## config.mk

```make
export PLATFORM = sky130hd
export DESIGN_NAME = pixel_output
export DESIGN_NICKNAME = d
export VERILOG_FILES = /design/src/source/raster_pkg.sv /design/src/source/pixel_pkg.sv /design/src/source/pixel_output.sv
export VERILOG_INCLUDE_DIRS = /design/src /design/src/source
export SDC_FILE = /design/constraint.sdc
export NUM_CORES = 1
export LEC_CHECK = 0
export ABC_AREA = 1
export BUFFER_PORTS_ARGS = -buffer_cell sky130_fd_sc_hd__buf_2
export CORE_MARGIN = 2
export CORE_UTILIZATION = 44
export CTS_CLUSTER_DIAMETER = 50
export DETAILED_ROUTE_END_ITERATION = 12
export PLACE_DENSITY = 0.88
export SKIP_CTS_REPAIR_TIMING = 1
export SLEW_MARGIN = 20
export SYNTH_ARGS = -nofsm -noshare
export SYNTH_HDL_FRONTEND = slang
export SYNTH_SLANG_ARGS = --single-unit
```

## constraint.sdc

```tcl
create_clock -name clock -period 2.2 [get_ports clock]
set_input_delay 0.11 -clock clock [delete_from_list [all_inputs] [get_ports clock]]
set_output_delay 0.11 -clock clock [all_outputs]
set_load 0.005 [all_outputs]
```

## src/source/video_config.svh

```systemverilog
`ifndef VIDEO_CONFIG_SVH
`define VIDEO_CONFIG_SVH

// horizontal timing in clocks
`define H_TOTAL          48
`define H_VISIBLE        32
`define H_OFFSET         4
`define H_SYNC_START     36
`define H_SYNC_WIDTH     4

// vertical timing in lines
`define V_LINES          20
`define V_LINES_ADD      21
`define V_VISIBLE        16
`define V_OFFSET         2
`define V_SYNC_START     17
`define V_SYNC_WIDTH     2

// both syncs active low
`define SYNC_ON_POLARITY 0

// frame buffer geometry
`define LINE_LEN         24
`define RAM_WORDS        384
`define RAM_ADDR_BITS    9

// text window, raster columns and rows
`define OSD_X0           8
`define OSD_X1           24
`define OSD_Y0           4
`define OSD_Y1           12
`define OSD_PAD          2
`define OSD_COLS         2
`define OSD_ALPHA        64
`define PLAIN_ALPHA      16

`endif

```

## src/source/raster_pkg.sv

```systemverilog
package raster_pkg;

    // horizontal or vertical counter value
    typedef logic [11:0] coord_t;

    // scan-out sequencing
    typedef enum logic {
        scan_idle,
        scan_run
    } scan_state_t;

endpackage

```

## src/source/pixel_pkg.sv

```systemverilog
`include "video_config.svh"

package pixel_pkg;

    // red in the top byte
    typedef logic [23:0] rgb_t;

    typedef logic [`RAM_ADDR_BITS-1:0] fb_addr_t;

    typedef logic [9:0] text_addr_t;

    // bit 7 carries no glyph information
    typedef logic [7:0] char_code_t;

    // msb is the leftmost pixel
    typedef logic [7:0] glyph_row_t;

endpackage

```

## src/source/pixel_output.sv

```systemverilog
`timescale 1ns/1ps

`include "video_config.svh"

module pixel_output (
    input  logic               clock,
    input  logic               combined_reset,
    input  pixel_pkg::rgb_t    rddata,
    input  logic               in_picture,
    input  logic               in_window,
    input  logic               text_on,
    input  logic               hsync_raw,
    input  logic               vsync_raw,
    input  raster_pkg::coord_t x_d,
    input  raster_pkg::coord_t y_d,
    output pixel_pkg::rgb_t    video_out,
    output logic               draw_area,
    output logic               hsync,
    output logic               vsync
);
    import pixel_pkg::*;

    localparam logic sync_on = 1'(`SYNC_ON_POLARITY);

    logic pic_q;
    logic draw_q;
    logic hsync_q;
    logic vsync_q;
    rgb_t pixel;

    // colour * 16 / alpha, low byte kept
    function automatic logic [7:0] dim_channel(input logic [7:0] c, input int unsigned alpha);
        int unsigned scaled;
        scaled = (32'(c) * 16) / alpha;
        return scaled[7:0];
    endfunction

    function automatic rgb_t dim(input rgb_t c, input int unsigned alpha);
        return {dim_channel(c[23:16], alpha), dim_channel(c[15:8], alpha),
                dim_channel(c[7:0], alpha)};
    endfunction

    always_comb begin
        if (!pic_q) begin
            pixel = '0;
        end else if (text_on) begin
            pixel = '1;
        end else if (in_window) begin
            pixel = dim(rddata, `OSD_ALPHA);
        end else begin
            pixel = dim(rddata, `PLAIN_ALPHA);
        end
    end

    // two stages so sync and flags meet the ram data
    always_ff @(posedge clock) begin
        if (combined_reset) begin
            pic_q <= 1'b0;
            draw_q <= 1'b0;
            hsync_q <= ~sync_on;
            vsync_q <= ~sync_on;
            video_out <= '0;
            draw_area <= 1'b0;
            hsync <= ~sync_on;
            vsync <= ~sync_on;
        end else begin
            pic_q <= in_picture;
            draw_q <= (x_d < `H_VISIBLE) && (y_d < `V_VISIBLE);
            hsync_q <= hsync_raw;
            vsync_q <= vsync_raw;
            video_out <= pixel;
            draw_area <= draw_q;
            hsync <= hsync_q;
            vsync <= vsync_q;
        end
    end

endmodule

```

==> impl_metrics.tcl <==
set metrics [dict create \
    clock-root-buffer "sky130_fd_sc_hd__clkbuf_4" \
    drt.antenna.violating_nets 0 \
    tritoncts "done" \
    synth.yosys.warnings 0 \
    drt-pass1-iter-count 4 \
    globalRoute.totalOverflow 0 \
    critical_path_class "register to register" \
    clkLatencyLatePin_ns 0.33 \
    vias_cell 4.453 \
    cts_buffer_depth 2 \
    synth_cell_types 13 \
    wirelength_um 2770 \
    clock_skew_ns 0.008779 \
    floorplan.io_pins 82 \
    cts.htree.levels 2 \
    number_of_antenna_violations_at_the_first_check_in_global_routing 0 \
    endpoint_kind "register" \
    path_cells "inv_1, nor2_4, inv_2, nor2_1" \
    wl_per_cell_um 9.652 \
    tightest_slew_ns 0.4403 \
    worst_setup_path_start_kind "register" \
    grt_start_max_net_pins 25 \
    fin_area_um2 1688 \
    fp-row-count 19 \
    grt_util_overall_pct 18.04 \
    post-synth-top-area-fraction_pct 48.87 \
    clock_sinks 31 \
    netlist.top_cell.by_area "sky130_fd_sc_hd__dfxtp_1" \
    run_status "complete, no violations" \
    layout-drive-gt1-share_pct 33.98 \
    average_footprint_of_a_synthesized_cell_um2 7.095 \
    holdCritPathClass "primary input to register" \
    unrepaired_setup_endpoints_after_global_routing "no" \
    synth-seq-area-share_pct 48.87 \
    slowest_delay_ns 0.35 \
    timing_hold_violations_final 0 \
    first_global_vias 1097 \
    mostFrequentLayoutCells "sky130_fd_sc_hd__buf_2 (72), sky130_fd_sc_hd__nand2_1 (62), sky130_fd_sc_hd__inv_1 (33)" \
    area_growth_pct 32.91 \
    timing.fmax_mhz 972.6 \
    leakagePower_nw 1.059 \
    dieWidth_um 57.73 \
    final.period_utilization_pct 46.73 \
    mappedNetlistArea_um2 1270 \
    path_clk_slew_ns 0.10 \
    placement.cell_area_um2 1608 \
    report.final.slew_viol_count 0 \
    maxCapViolCount 0 \
    detailed_place_hpwl_um 2047 \
    synth-seq-cells 31 \
    power-per-cell-area_nw_per_um2 610.4 \
    peakVddDrop_mv 0.5522 \
    routabilityCongestion 0.7901 \
    number_of_antenna_repair_diodes 0 \
    worstPathArrival_ns 1.30 \
    synth.area.top_cells "sky130_fd_sc_hd__dfxtp_1 (49%), sky130_fd_sc_hd__nand2_1 (18%), sky130_fd_sc_hd__inv_1 (9.8%), sky130_fd_sc_hd__nand3_1 (6.7%), sky130_fd_sc_hd__buf_6 (4.4%)" \
    postSynthCellCount 179 \
    remaining_drc_errors 0 \
    synthesis.nets 234 \
    finish.net_count 310 \
    critical_path_required_ns 2.47 \
    dieArea_um2 3332 \
    peak_fanout_along_the_critical_path 19 \
    fin_hold_ws_ns 0.02947 \
    cts_buffers 5 \
    portBuffers 72 \
    global_route_wire_length_before_repair_um 4547 \
    layout.cells.most_common "sky130_fd_sc_hd__buf_2" \
    timing.critical_path.slowest_stage_cell "sky130_fd_sc_hd__nor2_4" \
    fin_tns_setup_ns 0 \
    via_count 1278 \
    initial_utilization_pct 46.05 \
    dr.first_iter.drc_count 34 \
    slew_headroom_pct 70.57 \
    placeableCoreArea_um2 2758 \
    setup_violations 0 \
    dieHeight_um 57.73 \
    period_needed_ns 1.028 \
]
## report_power, final
group / internal, mW / switching (mW)
clock: 0.124 / 0.174
combinational: 0.0704 / 0.0761
sequential: 0.581 / 0.00427
total: 0.776 / 0.255
## cell usage after synthesis, drive strengths merged
| library cell | count |
|---|---|
| a21oi | 6 |
| and2 | 1 |
| buf | 6 |
| dfxtp | 31 |
| inv | 36 |
| nand2 | 62 |
| nand3 | 18 |
| nor2 | 15 |
| or2 | 4 |
## sequential cells by signal, summed over array words and instances (netlist names)
signal / flops
vsync_q: 1
draw_area: 1
video_out: 24
draw_q: 1
hsync: 1
hsync_q: 1
vsync: 1
pic_q: 1
## area by class of cell
| class | count | area [um^2] |
|---|---|---|
| fillers | 297 | 1070 |
| flip-flops and latches | 31 | 620.6 |
| multi-input cells | 106 | 452.9 |
| repair buffers | 75 | 390.4 |
| inverters | 36 | 135.1 |
| clock buffers | 7 | 45.04 |
| well taps | 31 | 38.79 |
| clock inverters | 1 | 5.005 |
## cells by family (layout without fill, tap and decap cells)
| family | after synthesis | in the layout | share of synthesized area (%) |
|---|---|---|---|
| simple gates | 100 | 100 | 33.30 |
| flops | 31 | 31 | 48.87 |
| compound gates | 6 | 6 | 2.365 |
| buf+inv | 42 | 119 | 15.47 |
## path summary, 6_finish.rpt
path              slack, ns  depth (start not counted)             to        from
setup reg to reg       1.17                          4  video_out[23]       pic_q
hold reg to reg        0.40                          2      draw_area      draw_q
setup / recovery       1.17                          4  video_out[23]       pic_q
hold / removal         0.03                          3  video_out[14]  rddata[14]
## worst max-delay path: cells and delay by family (launching register included)
| kind | cells | cell delay [ns] |
|---|---|---|
| DFF | 1 | 0.31 |
| buffers and inverters | 2 | 0.19 |
| and+or+nand+nor | 2 | 0.47 |
## metal layers
| metal | GRT usage (%) | vias to the layer above | part of all wire [%] |
|---|---|---|---|
| met4 | 7.973 | 0 | 2.1 |
| met2 | 30.84 | 42 | 53 |
| met1 | 20.08 | 555 | 37 |
| met3 | 6.473 | 6 | 7.1 |
| li1 | - | 675 | - |
| met5 | 0 | - | 0 |
## through the flow
stage	power, mW	util [%]	cells	setup WS (ns)
floorplan	0.6777	-	179	1.397
global placement	0.7365	58.30	276	1.174
detailed placement	0.7411	58.30	276	1.140
CTS	1.040	60.12	284	1.166
global route	1.095	61.21	287	1.078
finish	1.030	61.21	287	1.172
Power figures use the tool's default switching activity.
