File: src/source/video_config.svh
`ifndef VIDEO_CONFIG_SVH
`define VIDEO_CONFIG_SVH

// horizontal timing in clocks
`define H_TOTAL          48
`define H_VISIBLE        32
`define H_OFFSET         4
`define H_SYNC_START     36
`define H_SYNC_WIDTH     4

// vertical timing in lines
`define V_LINES          20
`define V_LINES_ADD      21
`define V_VISIBLE        16
`define V_OFFSET         2
`define V_SYNC_START     17
`define V_SYNC_WIDTH     2

// both syncs active low
`define SYNC_ON_POLARITY 0

// frame buffer geometry
`define LINE_LEN         24
`define RAM_WORDS        384
`define RAM_ADDR_BITS    9

// text window, raster columns and rows
`define OSD_X0           8
`define OSD_X1           24
`define OSD_Y0           4
`define OSD_Y1           12
`define OSD_PAD          2
`define OSD_COLS         2
`define OSD_ALPHA        64
`define PLAIN_ALPHA      16

`endif

File: src/source/raster_pkg.sv
package raster_pkg;

    // horizontal or vertical counter value
    typedef logic [11:0] coord_t;

    // scan-out sequencing
    typedef enum logic {
        scan_idle,
        scan_run
    } scan_state_t;

endpackage

File: src/source/scan_timing.sv
`timescale 1ns/1ps

`include "video_config.svh"

module scan_timing (
    input  logic               clock,
    input  logic               combined_reset,
    input  logic               start_req,
    input  logic               line_doubler,
    input  logic               add_line,
    output logic               start_ack,
    output logic               restart,
    output raster_pkg::coord_t x,
    output raster_pkg::coord_t y,
    output logic               run,
    output logic               hsync_raw,
    output logic               vsync_raw
);
    import raster_pkg::*;

    localparam logic sync_on = 1'(`SYNC_ON_POLARITY);

    scan_state_t state;
    logic        line_doubler_q;
    logic        add_line_q;
    logic        mode_change;
    logic        start_new;
    coord_t      frame_lines;
    logic        hsync_on;
    logic        vsync_on;

    // any edge on a mode input drops back to idle
    assign mode_change = (line_doubler != line_doubler_q) || (add_line != add_line_q);

    // first cycle of a fresh request
    assign start_new = start_req && !start_ack && (state == scan_idle) && !mode_change;

    assign frame_lines = add_line ? coord_t'(`V_LINES_ADD) : coord_t'(`V_LINES);
    assign run = (state == scan_run);

    always_ff @(posedge clock) begin
        line_doubler_q <= line_doubler;
        add_line_q <= add_line;
    end

    // four-phase responder, ack follows req by one cycle
    always_ff @(posedge clock) begin
        if (combined_reset) begin
            start_ack <= 1'b0;
        end else begin
            start_ack <= start_req;
        end
    end

    always_ff @(posedge clock) begin
        if (combined_reset || mode_change) begin
            state <= scan_idle;
            restart <= 1'b0;
            x <= '0;
            y <= '0;
        end else begin
            restart <= start_new;
            if (start_new) begin
                state <= scan_run;
                x <= '0;
                y <= '0;
            end else if (state == scan_run) begin
                if (x == coord_t'(`H_TOTAL - 1)) begin
                    x <= '0;
                    if (y >= frame_lines - 1'b1) begin
                        y <= '0;
                    end else begin
                        y <= y + 1'b1;
                    end
                end else begin
                    x <= x + 1'b1;
                end
            end
        end
    end

    assign hsync_on = (x >= `H_SYNC_START) && (x < `H_SYNC_START + `H_SYNC_WIDTH);

    // vsync edges line up with the hsync start column
    assign vsync_on = ((y == `V_SYNC_START) && (x >= `H_SYNC_START))
                   || ((y > `V_SYNC_START) && (y < `V_SYNC_START + `V_SYNC_WIDTH))
                   || ((y == `V_SYNC_START + `V_SYNC_WIDTH) && (x < `H_SYNC_START));

    always_ff @(posedge clock) begin
        if (combined_reset || !run) begin
            hsync_raw <= ~sync_on;
            vsync_raw <= ~sync_on;
        end else begin
            hsync_raw <= hsync_on ? sync_on : ~sync_on;
            vsync_raw <= vsync_on ? sync_on : ~sync_on;
        end
    end

endmodule

File: config.mk
export PLATFORM = sky130hd
export DESIGN_NAME = scan_timing
export DESIGN_NICKNAME = d
export VERILOG_FILES = /design/src/source/raster_pkg.sv /design/src/source/scan_timing.sv
export VERILOG_INCLUDE_DIRS = /design/src /design/src/source
export SDC_FILE = /design/constraint.sdc
export NUM_CORES = 1
export LEC_CHECK = 0
export BUFFER_PORTS_ARGS = -buffer_cell sky130_fd_sc_hd__buf_4
export CORE_ASPECT_RATIO = 1.5
export CORE_MARGIN = 5
export CORE_UTILIZATION = 35
export DETAILED_ROUTE_END_ITERATION = 6
export PLACE_DENSITY = 0.6
export REMOVE_ABC_BUFFERS = 1
export SETUP_SLACK_MARGIN = 0.15
export SYNTH_ARGS = -nofsm -noshare
export SYNTH_HDL_FRONTEND = slang
export SYNTH_SLANG_ARGS = --single-unit
File: constraint.sdc
create_clock -name clock -period 3.4 [get_ports clock]
set_input_delay 0.51 -clock clock [delete_from_list [all_inputs] [get_ports clock]]
set_output_delay 0.51 -clock clock [all_outputs]
set_load 0.1 [all_outputs]
==> results.py, run 1 <==
metrics = {
    "status": {
        "status": "finished clean",
    },
    "clock_tree": {
        "cts_resized": 0,
        "cts_buffers": 5,
        "cts.sinks": 31,
        "postCtsSetupRepairBufs": 0,
        "clock_path_buffers": 2,
        "cts_root_buf": "clkbuf_8",
        "htree_num_levels": 2,
        "clk_pin_slew_ps": 70,
        "cts_tree": "yes",
        "cts_hold_buffers": 0,
        "worst_skew_pair.late_latency_ps": 280,
    },
    "critical_path": {
        "r2r_end": "x[8]",
        "critPathLaunchType": "flop",
        "worst_ep_arrival_time_ps": 2370,
        "ff2ff_path_depth": 5,
        "critPathRequiredTime_ps": 3550,
        "criticalPathCategory": "flop to flop",
        "rrSetupSlack_ps": 1190,
        "path_common_cell": "and4_1",
        "crit-reg2reg-launch": "x[0]",
        "cp_cell_sequence": "ha_1 > and4_1 > and4_1 > or2_1 > nor2_2",
        "crit_fanout": 13,
        "crit_slowest_cell": "or2_1",
        "crit_path_end_kind": "flop",
        "slowest_delay_ps": 510,
    },
    "global_routing": {
        "antenna_found_initial": 0,
        "grt.overflow.total": 0,
        "grt_pass1_wl_um": 6290,
        "grt_max_degree": 14,
        "grt_pass1_vias": 1363,
        "grt_use_total_pct": 13.4,
    },
    "timing": {
        "finClkSkew_ps": 6.25,
        "slew_viol_final": 0,
        "slew_headroom_pct": 61.2,
        "worst_hold_slack_ps": 340,
        "period_share_pct": 65.0,
        "setup_viol": 0,
        "finalHoldViolations": 0,
        "min_period_ps": 2210,
        "max_freq_mhz": 452,
        "finalSetupTns_ps": 0,
        "grt_setup_unrepaired": "false",
        "worstMarginPinSlew_ps": 582,
    },
    "synthesis": {
        "yosysSeqAreaShare_pct": 39.9,
        "synth-edff-count": 0,
        "netlist_instances": 166,
        "ys_ff_latch": 31,
        "syn-cell-area_mm2": 0.00156,
        "synth_area_per_cell_um2": 9.38,
        "yosysWarningCount": 0,
        "async_reset_ff_share_pct": 0,
        "synth_ff_type": "dfxtp_1",
        "ys_types": 43,
    },
    "final_layout": {
        "layout-drive-gt1-share_pct": 28.5,
        "finalInstanceArea_mm2": 0.00193,
        "design.final.nets": 212,
        "num-fill-cells": 446,
        "syn_to_final_growth_pct": 24.1,
        "insertedDiodeCount": 0,
        "final_cells": 246,
    },
    "die": {
        "dieArea_mm2": 0.00591,
        "start_util_pct": 36.4,
        "core_mm2": 0.00428,
        "die_y_um": 91.7,
        "die_w_um": 64.5,
        "io_pins": 34,
        "rows": 29,
    },
    "pwr": {
        "peakVddDrop_v": 0.000198,
        "intPower_uw": 615,
        "p_leak_uw": 0.000745,
        "powerDensity_mw_per_mm2": 408,
        "total_power_uw": 788,
        "p_seq_share_pct": 46.6,
        "p_switching_uw": 173,
        "combPwrFrac_pct": 5.1,
        "p_clk_share_pct": 48.3,
        "netSwitchingFraction_pct": 22.0,
    },
    "worst_hold_path": {
        "min_to": "line_doubler_q",
        "min_from": "line_doubler",
        "whs_path_depth": 1,
        "holdCritPathClass": "input pin to flop",
    },
    "placement": {
        "place_inst": 238,
        "dp_hpwl_um": 2670,
        "io_buffers": 33,
        "postPlaceCellArea_mm2": 0.00181,
        "globalplace.congestion": 0.801,
    },
    "routing": {
        "via_per_inst": 5.34,
        "routed_wl_um": 3600,
        "vias": 1314,
        "antenna_left": 0,
        "drc_errors": 0,
        "drtPass1Iterations": 4,
        "avgRoutedWirePerCell_um": 14.6,
        "drtIter0Drc": 29,
    },
    "run": {
        "max_cap_violations": 0,
    },
}
-- logic make-up after synthesis --
kind of cell | synth area share, %
XOR/XNOR | 6.75
AND/OR/NAND/NOR | 26.5
buffers and inverters | 5.71
AO/OA/AOI/OAI | 14.0
adder cells (fa/ha/maj) | 6.43
flip-flops | 39.9
multiplexers | 0.723
-- area by class of cell --
class / instances / area, um2 / share of cell area (%)
Sequential cell: 31 / 621 / 32.1
Timing Repair Buffer: 34 / 255 / 13.2
Clock inverter: 2 / 35.0 / 1.81
Inverter: 9 / 33.8 / 1.75
Tap cell: 46 / 57.6 / 2.98
Multi-Input combinational cell: 118 / 847 / 43.8
Clock buffer: 6 / 82.6 / 4.27
-- sequential cells by signal, summed over array words and instances (netlist names) --
register / cells
add_line_q: 1
hsync_raw: 1
line_doubler_q: 1
restart: 1
run: 1
start_ack: 1
vsync_raw: 1
x: 12
y: 12
-- critical path: cells and delay by family (launching register included) --
family	cells	cell delay, ps
fa+ha+maj	1	240
flops	1	410
simple gates	4	1430
-- worst max path at each step --
stage / slack [ps] / from / endpoint / depth (start not counted)
after floorplan: 750 / x[0] / x[0] / 5
after global placement: 1100 / add_line / y[9] / 7
after detailed placement: 1110 / add_line / y[9] / 7
after CTS: 1170 / x[0] / x[8] / 5
after global routing: 1020 / x[0] / x[7] / 5
final: 1190 / x[0] / x[8] / 5
-- placed cells by master (no fill, tap or decap), types with 6 or more instances in the layout --
cell type and instances:
and2_1 7, clkbuf_8 6, ha_1 8, inv_1 9, a21oi_1 6, nor2_2 9
o2111ai_1 7, xor2_1 9, nand3_1 10, nand4_1 6, dfxtp_1 31, buf_4 34
-- power groups by stage --
stage	Clock [uW]	Sequential (uW)	Combinational (uW)
global placement	0	375	40.3
finish	381	367	39.9
global route	405	367	43.9
CTS	389	367	40.6
floorplan	0	387	15.0
detailed placement	0	375	40.4
-- synth_stat cells (2+ instances only) --
library cell | instances | area (um2)
o21ai_1 | 2 | 10.0
buf_4 | 2 | 15.0
or3_1 | 2 | 12.5
inv_1 | 9 | 33.8
nor2_1 | 5 | 18.8
clkbuf_1 | 2 | 7.51
nand2b_1 | 2 | 12.5
a41oi_1 | 2 | 17.5
xor2_1 | 9 | 78.8
nor2_2 | 9 | 56.3
o21ai_0 | 3 | 15.0
or4_4 | 2 | 22.5
nor2b_1 | 2 | 12.5
nor4_1 | 2 | 12.5
dfxtp_1 | 31 | 621
buf_2 | 2 | 10.0
nand4_1 | 6 | 37.5
nor3_1 | 4 | 20.0
nand2_1 | 5 | 18.8
a21oi_1 | 6 | 30.0
ha_1 | 8 | 100
xnor2_1 | 3 | 26.3
buf_6 | 2 | 22.5
a211oi_1 | 2 | 15.0
a31oi_1 | 2 | 12.5
and2_1 | 7 | 43.8
and4_1 | 4 | 35.0
nand3_1 | 10 | 50.1
o2111ai_1 | 7 | 61.3
-- per-layer routing --
layer  vias up  global-route usage [%]  part of all wire [%]  wire, um
met2        29                    23.4                    49      1780
li1        667                       -                     -         -
met3         5                    4.03                   5.0       180
met1       613                    15.2                    44      1580
met4         0                    4.76                   1.5        54
met5         -                       0                     0         0
-- stage by stage --
step	setup WS, ps	utilization (%)
final	1190	45.1
after global routing	1020	45.1
after CTS	1170	45.1
after detailed placement	1110	42.4
after global placement	1100	42.4
after floorplan	752	-
(Power assumes the default switching activity.)
==> run 2: changes to the inputs <==
- clock period: 3.4 -> 2.17 ns (I/O delays scaled with it)
==> run 2 against run 1 <==
Die area is the same. Register-to-register slack worse by 810 ps. Power increased by 57%. Critical path type unchanged. Sequential share of layout area shrank 0.67 points.
==> results.py, run 2 (same netlist as run 1, synthesis figures left out) <==
metrics = {
    "timing": {
        "worstMarginPinSlew_ps": 553,
        "max_freq_mhz": 557,
        "slew_headroom_pct": 63.1,
        "min_period_ps": 1800,
        "slew_viol_final": 0,
        "grt_setup_unrepaired": "false",
        "finClkSkew_ps": 3.08,
        "finalHoldViolations": 0,
        "period_share_pct": 82.7,
        "setup_viol": 0,
    },
    "pwr": {
        "total_power_uw": 1240,
        "p_leak_uw": 0.000771,
        "peakVddDrop_v": 0.000235,
        "powerDensity_mw_per_mm2": 628,
    },
    "critical_path": {
        "crit_slowest_cell": "dfxtp_1",
        "worst_ep_arrival_time_ps": 2010,
        "crit-reg2reg-launch": "y[2]",
        "criticalPathCategory": "flop to flop",
        "critPathLaunch": "y[2]",
        "slowest_delay_ps": 460,
        "crit_path_end_kind": "flop",
        "critPathLaunchType": "flop",
        "critPathRequiredTime_ps": 2390,
        "path_buf_inv": 1,
        "crit_cells": 6,
        "cp_cell_sequence": "ha_1 > a211o_1 > a21oi_2 > buf_4 > o2111ai_1 > a31oi_1",
        "cp_top_family": "compound AO/OA/AOI/OAI gates",
        "rrSetupSlack_ps": 370,
        "ff2ff_path_depth": 6,
        "crit_fanout": 8,
    },
    "run": {
        "max_cap_violations": 0,
    },
    "routing": {
        "avgRoutedWirePerCell_um": 15.0,
        "drc_errors": 0,
        "drtPass1Iterations": 4,
        "antenna_left": 0,
        "routed_wl_um": 3780,
        "via_per_inst": 5.39,
        "drtIter0Drc": 46,
        "vias": 1353,
    },
    "clock_tree": {
        "clk_pin_slew_ps": 70,
        "clock_path_buffers": 2,
        "cts_resized": 0,
        "worst_skew_pair.late_latency_ps": 290,
        "cts.sinks": 31,
        "cts_buffers": 5,
        "cts_root_buf": "clkbuf_8",
        "htree_num_levels": 2,
        "postCtsSetupRepairBufs": 0,
        "cts_tree": "yes",
        "cts_hold_buffers": 0,
    },
    "die": {
        "start_util_pct": 36.4,
        "rows": 29,
        "core_mm2": 0.00428,
        "io_pins": 34,
        "die_y_um": 91.7,
        "dieArea_mm2": 0.00591,
        "die_w_um": 64.5,
    },
    "final_layout": {
        "finalInstanceArea_mm2": 0.00197,
        "regArea_um2": 621,
        "design.final.nets": 217,
        "fin_util_pct": 46.1,
        "layout_commonest_cell": "buf_4",
        "reg_top3": "x: 12 flops, y: 12 flops",
        "layout_common_cells": "39 x buf_4, 31 x dfxtp_1, 10 x nand3_1",
        "syn_to_final_growth_pct": 26.8,
        "num-fill-cells": 432,
        "layout-drive-gt1-share_pct": 30.7,
        "multi_input_area_um2": 851,
        "insertedDiodeCount": 0,
    },
    "global_routing": {
        "grt.overflow.total": 0,
        "grt_pass1_vias": 1388,
        "grt_max_degree": 13,
        "antenna_found_initial": 0,
        "grt_pass1_wl_um": 6570,
        "grt_use_total_pct": 14.1,
    },
    "worst_hold_path": {
        "whs_path_depth": 1,
        "holdCritPathClass": "input pin to flop",
        "min_from": "line_doubler",
    },
    "placement": {
        "postPlaceCellArea_mm2": 0.00185,
        "dp_hpwl_um": 2780,
        "io_buffers": 33,
        "globalplace.congestion": 0.745,
    },
    "status": {
        "status": "finished clean",
    },
}
-- run 2: cell count changes in the layout (fill, tap and decap cells not counted), sizes merged --
cell and delta:
buf +5
-- run 2: final cells by class --
| cell class | instances | share of cell area, % |
|---|---|---|
| Multi-Input combinational cell | 118 | 43.1 |
| Sequential cell | 31 | 31.5 |
| Timing Repair Buffer | 39 | 14.8 |
| Clock buffer | 6 | 4.19 |
| Tap cell | 46 | 2.92 |
| Clock inverter | 2 | 1.78 |
| Inverter | 9 | 1.71 |
-- run 2: routing by layer --
| metal | vias to the layer above | global-route usage [%] | share of wire [%] |
|---|---|---|---|
| li1 | 679 | - | - |
| met1 | 634 | 16.1 | 42 |
| met2 | 33 | 24.4 | 51 |
| met3 | 7 | 3.91 | 5.0 |
| met4 | 0 | 5.82 | 1.9 |
| met5 | - | 0 | 0 |
-- run 2: metrics by stage --
step	cells	TNS, ps	hold slack, ps	setup slack [ps]
2_1_floorplan	158	-7940	353	-478
3_3_place_gp	243	0	446	252
3_5_place_dp	243	0	448	244
4_1_cts	251	0	144	263
5_1_grt	251	0	144	162
6_report	251	0	154	375
-- run 2: worst paths after layout --
path                                       end
worst max-delay path                      y[3]
worst min-delay path            line_doubler_q
worst max register to register            y[3]
worst min register to register            y[5]
-- run 2: power breakdown --
part / switching [uW] / internal (uW)
logic: 44.1 / 21.0
registers: 2.81 / 573
clock network: 227 / 371
