[src/source/video_config.svh]
`ifndef VIDEO_CONFIG_SVH
`define VIDEO_CONFIG_SVH

// horizontal timing in clocks
`define H_TOTAL          48
`define H_VISIBLE        32
`define H_OFFSET         4
`define H_SYNC_START     36
`define H_SYNC_WIDTH     4

// vertical timing in lines
`define V_LINES          20
`define V_LINES_ADD      21
`define V_VISIBLE        16
`define V_OFFSET         2
`define V_SYNC_START     17
`define V_SYNC_WIDTH     2

// both syncs active low
`define SYNC_ON_POLARITY 0

// frame buffer geometry
`define LINE_LEN         24
`define RAM_WORDS        384
`define RAM_ADDR_BITS    9

// text window, raster columns and rows
`define OSD_X0           8
`define OSD_X1           24
`define OSD_Y0           4
`define OSD_Y1           12
`define OSD_PAD          2
`define OSD_COLS         2
`define OSD_ALPHA        64
`define PLAIN_ALPHA      16

`endif

[src/source/raster_pkg.sv]
package raster_pkg;

    // horizontal or vertical counter value
    typedef logic [11:0] coord_t;

    // scan-out sequencing
    typedef enum logic {
        scan_idle,
        scan_run
    } scan_state_t;

endpackage

[src/source/pixel_pkg.sv]
`include "video_config.svh"

package pixel_pkg;

    // red in the top byte
    typedef logic [23:0] rgb_t;

    typedef logic [`RAM_ADDR_BITS-1:0] fb_addr_t;

    typedef logic [9:0] text_addr_t;

    // bit 7 carries no glyph information
    typedef logic [7:0] char_code_t;

    // msb is the leftmost pixel
    typedef logic [7:0] glyph_row_t;

endpackage

[src/source/frame_addresser.sv]
`timescale 1ns/1ps

`include "video_config.svh"

module frame_addresser (
    input  logic                clock,
    input  logic                combined_reset,
    input  raster_pkg::coord_t  x,
    input  raster_pkg::coord_t  y,
    input  logic                run,
    input  logic                line_doubler,
    output pixel_pkg::fb_addr_t rdaddr,
    output raster_pkg::coord_t  x_d,
    output raster_pkg::coord_t  y_d,
    output logic                in_picture
);
    import raster_pkg::*;
    import pixel_pkg::*;

    fb_addr_t row_base;
    coord_t   row_rel;
    logic     row_in_pic;
    logic     pix_in_pic;
    logic     row_step;

    assign row_rel = y - coord_t'(`V_OFFSET);
    assign row_in_pic = (y >= `V_OFFSET) && (y < `V_VISIBLE - `V_OFFSET);
    assign pix_in_pic = run && row_in_pic
                     && (x >= `H_OFFSET) && (x < `H_VISIBLE - `H_OFFSET);

    // doubled rows move on only after the odd line of each pair
    assign row_step = !line_doubler || row_rel[0];

    always_ff @(posedge clock) begin
        if (combined_reset || !run) begin
            row_base <= '0;
        end else if (x == coord_t'(`H_TOTAL - 1)) begin
            if (!row_in_pic) begin
                row_base <= '0;
            end else if (row_step && row_base < `RAM_WORDS - `LINE_LEN) begin
                row_base <= row_base + fb_addr_t'(`LINE_LEN);
            end
        end
    end

    // idle parks the coordinates off screen
    always_ff @(posedge clock) begin
        if (combined_reset) begin
            rdaddr <= '0;
            in_picture <= 1'b0;
            x_d <= coord_t'(`H_TOTAL);
            y_d <= coord_t'(`V_LINES_ADD);
        end else begin
            rdaddr <= pix_in_pic ? fb_addr_t'(row_base + fb_addr_t'(x - coord_t'(`H_OFFSET)))
                                 : '0;
            in_picture <= pix_in_pic;
            x_d <= run ? x : coord_t'(`H_TOTAL);
            y_d <= run ? y : coord_t'(`V_LINES_ADD);
        end
    end

endmodule

[config.mk]
export PLATFORM = sky130hd
export DESIGN_NAME = frame_addresser
export DESIGN_NICKNAME = d
export VERILOG_FILES = /design/src/source/raster_pkg.sv /design/src/source/pixel_pkg.sv /design/src/source/frame_addresser.sv
export VERILOG_INCLUDE_DIRS = /design/src /design/src/source
export SDC_FILE = /design/constraint.sdc
export NUM_CORES = 1
export LEC_CHECK = 0
export BUFFER_PORTS_ARGS = -buffer_cell sky130_fd_sc_hd__buf_2
export CAP_MARGIN = 20
export CORE_MARGIN = 1
export CORE_UTILIZATION = 39
export CTS_CLUSTER_SIZE = 10
export DETAILED_ROUTE_END_ITERATION = 10
export GPL_TIMING_DRIVEN = 0
export PLACE_DENSITY_LB_ADDON = 0.3
export SETUP_SLACK_MARGIN = 0.05
export SLEW_MARGIN = 10
export SYNTH_ARGS = -nofsm -noshare
export SYNTH_HDL_FRONTEND = slang
export SYNTH_SLANG_ARGS = --single-unit
[constraint.sdc]
create_clock -name clock -period 3.1 [get_ports clock]
set_input_delay 0.62 -clock clock [delete_from_list [all_inputs] [get_ports clock]]
set_output_delay 0.62 -clock clock [all_outputs]
set_load 0.05 [all_outputs]
==> results of run 1 <==
## power by group through the flow
| stage | sequential (mW) | clock [mW] | combinational, mW |
|---|---|---|---|
| floorplan | 0.585 | 0 | 0.0634 |
| global placement | 0.540 | 0 | 0.154 |
| detailed placement | 0.540 | 0 | 0.156 |
| CTS | 0.528 | 0.593 | 0.157 |
| global route | 0.529 | 0.616 | 0.171 |
| finish | 0.528 | 0.584 | 0.155 |
## critical path: cells and delay by family
| kind | cells | cell delay (ns) |
|---|---|---|
| simple gates | 1 | 0.48 |
| compound gates | 3 | 0.49 |
| buf+inv | 3 | 0.21 |
| fa+ha+maj | 2 | 0.63 |
## layout make-up
class                           count  area, um2  area share, %
Multi-Input combinational cell    120      850.8          37.02
Sequential cell                    40      800.8          34.84
Timing Repair Buffer               61      305.3          13.28
Clock inverter                      3      90.09          3.919
Inverter                           23      86.33          3.756
Clock buffer                        5      68.82          2.994
Tap cell                           52      65.06          2.831
Buffer                              6      31.28          1.361
## synth_stat cells (2+ instances only)
library cell and number:
sky130_fd_sc_hd__dfxtp_1 40, sky130_fd_sc_hd__inv_1 23, sky130_fd_sc_hd__and2_1 15, sky130_fd_sc_hd__ha_1 14, sky130_fd_sc_hd__nor2_1 14, sky130_fd_sc_hd__nand2_1 7
sky130_fd_sc_hd__nand3_1 7, sky130_fd_sc_hd__nand2b_1 5, sky130_fd_sc_hd__o21ai_0 5, sky130_fd_sc_hd__a31oi_1 4, sky130_fd_sc_hd__clkbuf_1 4, sky130_fd_sc_hd__nor2b_1 4
sky130_fd_sc_hd__or3_1 4, sky130_fd_sc_hd__or4_1 4, sky130_fd_sc_hd__a21oi_1 3, sky130_fd_sc_hd__nand4_1 3, sky130_fd_sc_hd__nand4b_1 3, sky130_fd_sc_hd__xnor2_1 3
sky130_fd_sc_hd__a211oi_1 2, sky130_fd_sc_hd__nor3_1 2, sky130_fd_sc_hd__nor4_1 2, sky130_fd_sc_hd__o32ai_1 2, sky130_fd_sc_hd__or2_2 2, sky130_fd_sc_hd__or4b_1 2
## per-layer routing
metal  vias to the layer above  GRT usage [%]  share of wire (%)
met5                         -              0                  0
met3                         7          4.651                5.1
li1                        775              -                  -
met2                        37          25.57                 47
met4                         0          6.803                2.4
met1                       634          18.65                 46
## flip-flops by register name (all words and copies together) (netlist names)
register / count
rdaddr: 9
in_picture: 1
x_d: 12
y_d: 12
row_base: 6
## stage by stage
step           instances  setup slack (ns)  instance area [um2]  power (mW)  hold WS [ns]
2_1_floorplan        189            0.8529                 1769      0.6486        0.4902
5_1_grt              310            0.8249                 2298       1.316        0.5163
6_report             310            0.8911                 2298       1.268        0.5221
3_3_place_gp         302            0.6401                 2140      0.6943        0.5212
4_1_cts              310            0.8912                 2298       1.278        0.5168
3_5_place_dp         302            0.5918                 2140      0.6966        0.5275
## kinds of logic (layout without fill, tap and decap cells)
| group | count (synthesis) | after routing | share of synthesized area, % |
|---|---|---|---|
| compound gates | 22 | 22 | 8.698 |
| mux | 1 | 1 | 0.5658 |
| fa+ha+maj | 14 | 14 | 9.901 |
| simple gates | 79 | 79 | 27.23 |
| other cells | 1 | 1 | 0.2120 |
| flops | 40 | 40 | 45.26 |
| buf+inv | 29 | 98 | 6.647 |
| xor+xnor | 3 | 3 | 1.485 |
## worst max-delay path by stage
stage,startpoint,to,slack [ns],cells after the start
2_1_floorplan,x[4],rdaddr[7]$_SDFF_PP0_,0.85,8
3_3_place_gp,x[4],rdaddr[7]$_SDFF_PP0_,0.64,9
3_5_place_dp,x[4],rdaddr[7]$_SDFF_PP0_,0.59,9
4_1_cts,x[4],rdaddr[7]$_SDFF_PP0_,0.89,9
5_1_grt,x[4],rdaddr[7]$_SDFF_PP0_,0.82,9
6_report,x[4],rdaddr[7]$_SDFF_PP0_,0.89,9
==> reports/summary.md, run 1 <==
• **area added between synthesis and finish** 29.91%
• **Post-Synthesis Mean Instance Area** 9.361 um2
• **clock root cell** sky130_fd_sc_hd__clkbuf_8
• **r2r setup slk** 0.92 ns
• **most frequent standard cell in the layout excluding fill and tap cells** sky130_fd_sc_hd__buf_2
• **CP max stage delay** 0.48 ns
• **worst-case vdd ir drop** 0.0002843 V
• **post-synthesis sequential area ratio** 45.26%
• **Vias/cell** 4.687
• **total vias in the final route** 1453
• **Worst Setup Start Kind** primary input
• **Routed WL** 3.494 mm
• **commonest non-fill, non-tap cells in the layout** sky130_fd_sc_hd__buf_2 (62), sky130_fd_sc_hd__dfxtp_1 (40), sky130_fd_sc_hd__inv_1 (23)
• **core box area** 4354 um2
• **worst hold path depth** 2
• **CTS HTree Levels** 2
• **remaining max-slew budget at the tightest pin** 65.25%
• **area share of the largest cell type after synthesis** 45.26%
• **number of antenna violations at the first check in global routing** 0
• **number of nets in the finished design** 299
• **leakage power of the design** 1.084 nW
• **hold violation total from the final report** 0
• **sum of overflow across all layers after global routing** 0
• **cell count of the worst reg-to-reg path** 8
• **leading post-synthesis cells by cell area** sky130_fd_sc_hd__dfxtp_1 (45%), sky130_fd_sc_hd__ha_1 (9.9%), sky130_fd_sc_hd__and2_1 (5.3%), sky130_fd_sc_hd__inv_1 (4.9%), sky130_fd_sc_hd__nor2_1 (3.0%)
• **clock period minus worst slack** 2.209 ns
• **Post-synth ARST share** 0%
• **Post-Route Utilization** 52.79%
• **I/O Buffers** 61
• **Diodes inserted** 0
• **Least-Margin Pin Slew** 0.5213 ns
• **CP Data Arrival Time** 2.43 ns
• **top achievable clock speed** 0.4527 GHz
• **wire length per cell after detailed routing** 11.27 um
• **total power per unit cell area** 551.5 nW/um2
• **die height** 69.35 um
• **routability-driven placement congestion ratio** 0.8422
• **CTS hold repair buffers** 0
• **maximum number of pins on one net before global-route repair** 14
• **post_cts resized** 0
• **wire length of the first global-routing pass** 5.802 mm
• **switching share of total power** 22.51%
• **portion of total power attributed to combinational logic** 12.3%
• **cell area after synthesis** 1769 um2
• **Iter 0 DRT Violations** 24
• **via count of the first global-routing pass** 1332
• **path type of the worst min-delay path** primary input to flop
• **slowest cell on the critical path** sky130_fd_sc_hd__or4b_1
• **worst setup skew after layout** 0.005262 ns
• **TNS Setup** 0 ns
• **endpoints failing setup** 0
• **hold endpoint** y_d[0]$_SDFF_PP1_
• **clock input transition at the sequential cells of the worst setup and hold paths** 0.07 ns
• **critical path class** primary input to flop
• **crit path cell chain** buf_2 > inv_1 > ha_1 > inv_1 > ha_1 > o21a_1 > o31a_1 > or4b_1 > a31oi_1
• **number of instances in the synthesized netlist** 189
• **unique cell type count in the Yosys netlist** 39
• **setup repair after global routing missed its margin** no
• **required time worst endpoint** 3.32 ns
• **detailed-placement wirelength estimate** 2.750 mm
• **final critical-path share of the clock period** 71.26%
• **number of inserted filler cells in the final layout** 420
• **internal power consumption** 0.9823 mW
• **Inserted Clock Buffers** 5
• **cell type with the highest aggregate area in the netlist** sky130_fd_sc_hd__dfxtp_1
• **share of layout cells above drive strength 1** 30.23%
• **min-delay src** y[0]
• **Initial Util** 40.63%
• **count of flip-flops with a built-in enable after synthesis** 0
• **horizontal extent of the die** 69.35 um
• **net switching power figure** 0.2853 mW
• **TritonCTS sink count** 40
• **clock tree from TritonCTS** built
• **largest buffer count on any clock path** 2
• **most common flop cell mapped by yosys** sky130_fd_sc_hd__dfxtp_1
• **number of maximum-capacitance constraint violations** 0
• **Die ar.** 4809 um2
• **run status** finished, final reports clean
• **number of optimization iterations in the first detailed-route pass** 4
• **Rows** 24
• **postcts setup bufs** 0
• **global router's overall resource usage** 15.52%
• **Worst Setup End Kind** flop
• **sequential share of power** 41.7%
• **count of warnings emitted by yosys** 0
• **startpoint of the worst register-to-register path** row_base[4]$_SDFFE_PP0P_
• **worst-skew pair later-pin latency** 0.29 ns
• **relative contribution of the clock network to total power** 46.1%
• **synthesized netlist net count** 231
• **final-report max-slew violation count** 0
• **worst flop-to-flop path endpoint** rdaddr[7]$_SDFF_PP0_
• **highest fanout seen on the critical path** 5
• **io pins** 62
• **FF+latch count, synth** 40
• **number of antenna-violating nets in the routed design** 0
• **DRC** 0
(Power assumes the default switching activity.)
==> inputs of run 2 (changes only) <==
==> constraint.sdc (replaced) <==
create_clock -name clock -period 1.9 [get_ports clock]
set_input_delay 0.38 -clock clock [delete_from_list [all_inputs] [get_ports clock]]
set_output_delay 0.38 -clock clock [all_outputs]
set_load 0.05 [all_outputs]
==> run 2 against run 1 <==
  * Clock skew is 0.0023 ns lower
  * Die area unchanged
  * Register-to-register slack worse by 0.92 ns
  * Clock power about the same
  * Global-route usage up 1.1 points
  * Critical path depth decreased by 3
  * Largest cell class unchanged
  * Sequential cell count unchanged
  * Utilization up 1.7 points
  * Design area increased by 3.2%
  * Via count grew 6.4%
  * Count of clock-buffer cells in the layout up 1
==> reports/summary.md, run 2 (synthesized netlist as in run 1, its figures left out) <==
• **run status** finished, final reports clean
• **Rows** 24, unchanged
• **number of optimization iterations in the first detailed-route pass** 5, +1
• **io pins** 62, unchanged
• **clock root cell** sky130_fd_sc_hd__clkbuf_8
• **worst-skew pair later-pin latency** 0.29 ns, about the same
• **largest registers ranked by flip-flop count** x_d (12), y_d (12), rdaddr (9)
• **I/O Buffers** 61, unchanged
• **net switching power figure** 0.4749 mW, +66%
• **clock input transition at the sequential cells of the worst setup and hold paths** 0.08 ns, about the same
• **CTS HTree Levels** 2, unchanged
• **number of antenna-violating nets in the routed design** 0, unchanged
• **routability-driven placement congestion ratio** 0.8318, -1.2%
• **detailed-placement wirelength estimate** 2.761 mm, +0.40%
• **horizontal extent of the die** 69.35 um, unchanged
• **endpoints failing setup** 0, unchanged
• **wire length of the first global-routing pass** 6.299 mm, +8.6%
• **worst hold path depth** 2, unchanged
• **sum of overflow across all layers after global routing** 0, unchanged
• **commonest non-fill, non-tap cells in the layout** sky130_fd_sc_hd__buf_2 (62), sky130_fd_sc_hd__dfxtp_1 (37), sky130_fd_sc_hd__inv_1 (16)
• **critical path class** flop to flop
• **sequential share of power** 49.9%, +8.2 points
• **maximum number of pins on one net before global-route repair** 13, -1
• **setup repair after global routing missed its margin** yes
• **Initial Util** 40.63%, unchanged
• **required time worst endpoint** 2.12 ns, -1.20 ns
• **total vias in the final route** 1546, +6.4%
• **global router's overall resource usage** 16.60%, +1.1 points
• **internal power consumption** 1.247 mW, +27%
• **Die ar.** 4809 um2, unchanged
• **post-detailed-placement cell area** 2206 um2, +3.1%
• **leakage power of the design** 1.097 nW, +1.2%
• **number of inserted filler cells in the final layout** 408, -2.9%
• **CTS hold repair buffers** 0, unchanged
• **switching share of total power** 27.57%, +5.1 points
• **final-report max-slew violation count** 0, unchanged
• **number of antenna violations at the first check in global routing** 0, unchanged
• **clock period minus worst slack** 1.896 ns
• **Inserted Clock Buffers** 5, unchanged
• **share of layout cells above drive strength 1** 38.26%, +8.0 points
• **Vias/cell** 4.892, +4.4%
• **Worst Setup Start Kind** flop
• **portion of total power attributed to combinational logic** 16.3%, +4.0 points
• **Iter 0 DRT Violations** 40, +67%
• **post-route cell area** 2372 um2, +3.2%
• **relative contribution of the clock network to total power** 33.8%, -12 points
• **TritonCTS sink count** 40, unchanged
• **worst-case vdd ir drop** 0.0002371 V, -17%
• **number of maximum-capacitance constraint violations** 0, unchanged
• **highest fanout seen on the critical path** 4, -1
• **worst setup skew after layout** 0.002972 ns, -0.002290 ns
• **top achievable clock speed** 0.5275 GHz
• **area added between synthesis and finish** 34.09%
• **total power per unit cell area** 726.0 nW/um2, +32%
• **CP Data Arrival Time** 2.12 ns, -0.31 ns
• **core box area** 4354 um2, unchanged
• **Post-Route Utilization** 54.48%, +1.7 points
• **wire length per cell after detailed routing** 11.95 um, +6.0%
• **sequential cell area** 809.5 um2, +1.1%
• **DRC** 0, unchanged
• **Routed WL** 3.776 mm, +8.1%
• **Worst Setup End Kind** flop
• **clock tree from TritonCTS** built
• **number of nets in the finished design** 305, +2.0%
• **most frequent standard cell in the layout excluding fill and tap cells** sky130_fd_sc_hd__buf_2
• **largest buffer count on any clock path** 2, unchanged
• **cell count of the worst reg-to-reg path** 6, -2
• **Diodes inserted** 0, unchanged
• **die height** 69.35 um, unchanged
• **Multi-input gate area** 922.1 um2, +8.4%
• **final critical-path share of the clock period** 99.77%
• **via count of the first global-routing pass** 1395, +4.7%
• **hold violation total from the final report** 0, unchanged
• **path type of the worst min-delay path** primary input to flop
run 2: power groups by stage:
stage | Combinational (mW) | Sequential [mW] | Clock [mW]
6_report | 0.281 | 0.859 | 0.583
5_1_grt | 0.308 | 0.860 | 0.627
4_1_cts | 0.279 | 0.859 | 0.594
3_5_place_dp | 0.272 | 0.881 | 0
3_3_place_gp | 0.268 | 0.881 | 0
2_1_floorplan | 0.115 | 0.955 | 0
run 2: cell type report:
| class | instances | share of cell area (%) |
|---|---|---|
| plain buffers | 6 | 1.319 |
| clock buffers | 6 | 3.481 |
| clock inverters | 2 | 0.4219 |
| inverters | 23 | 4.272 |
| multi-input cells | 120 | 38.87 |
| flip-flops and latches | 40 | 34.12 |
| well taps | 52 | 2.743 |
| repair buffers | 67 | 14.77 |
run 2: worst max-delay path, stage by stage (launching register included):
cell,delay (ns)
sky130_fd_sc_hd__dfxtp_4,0.36
sky130_fd_sc_hd__inv_4,0.04
sky130_fd_sc_hd__buf_4,0.12
sky130_fd_sc_hd__ha_1,0.21
sky130_fd_sc_hd__or4b_4,0.52
sky130_fd_sc_hd__or4_1,0.41
sky130_fd_sc_hd__a31oi_1,0.16
run 2: timing repair:
action / CTS / global route
setup endpoints to repair: 2 / 3
resized for setup: 4 / 4
buffers inserted: 5 / 1
pin swaps: 5 / 1
run 2: through the flow:
stage               instances  worst slack, ns  total power, mW   TNS [ns]  hold WS (ns)
floorplan                 189          0.03886            1.070          0        0.4593
global placement          302          -0.2477            1.149     -1.203        0.4971
detailed placement        302          -0.2612            1.154     -1.130        0.5080
CTS                       315        -0.002541            1.732  -0.002541        0.2675
global route              316         -0.09345            1.795    -0.2265        0.3026
finish                    316         0.004331            1.722          0        0.2780
run 2: per-layer routing:
metal  track usage, %  up-vias  wire [um]  part of all wire, %
li1                 -      789          -                    -
met1            19.10      700       1676                   44
met2            28.59       47       1867                   49
met3            4.215       10        154                  4.1
met4            7.937        0         78                  2.1
met5                0        -          0                    0
run 2: final timing paths:
kind,startpoint,slack [ns],endpoint
setup / recovery,row_base[4]$_SDFFE_PP0P_,0.004,row_base[7]$_SDFFE_PP0P_
hold / removal,y[0],0.28,y_d[0]$_SDFF_PP1_
setup reg to reg,row_base[4]$_SDFFE_PP0P_,0.004,row_base[7]$_SDFFE_PP0P_
hold reg to reg,row_base[7]$_SDFFE_PP0P_,0.56,row_base[7]$_SDFFE_PP0P_
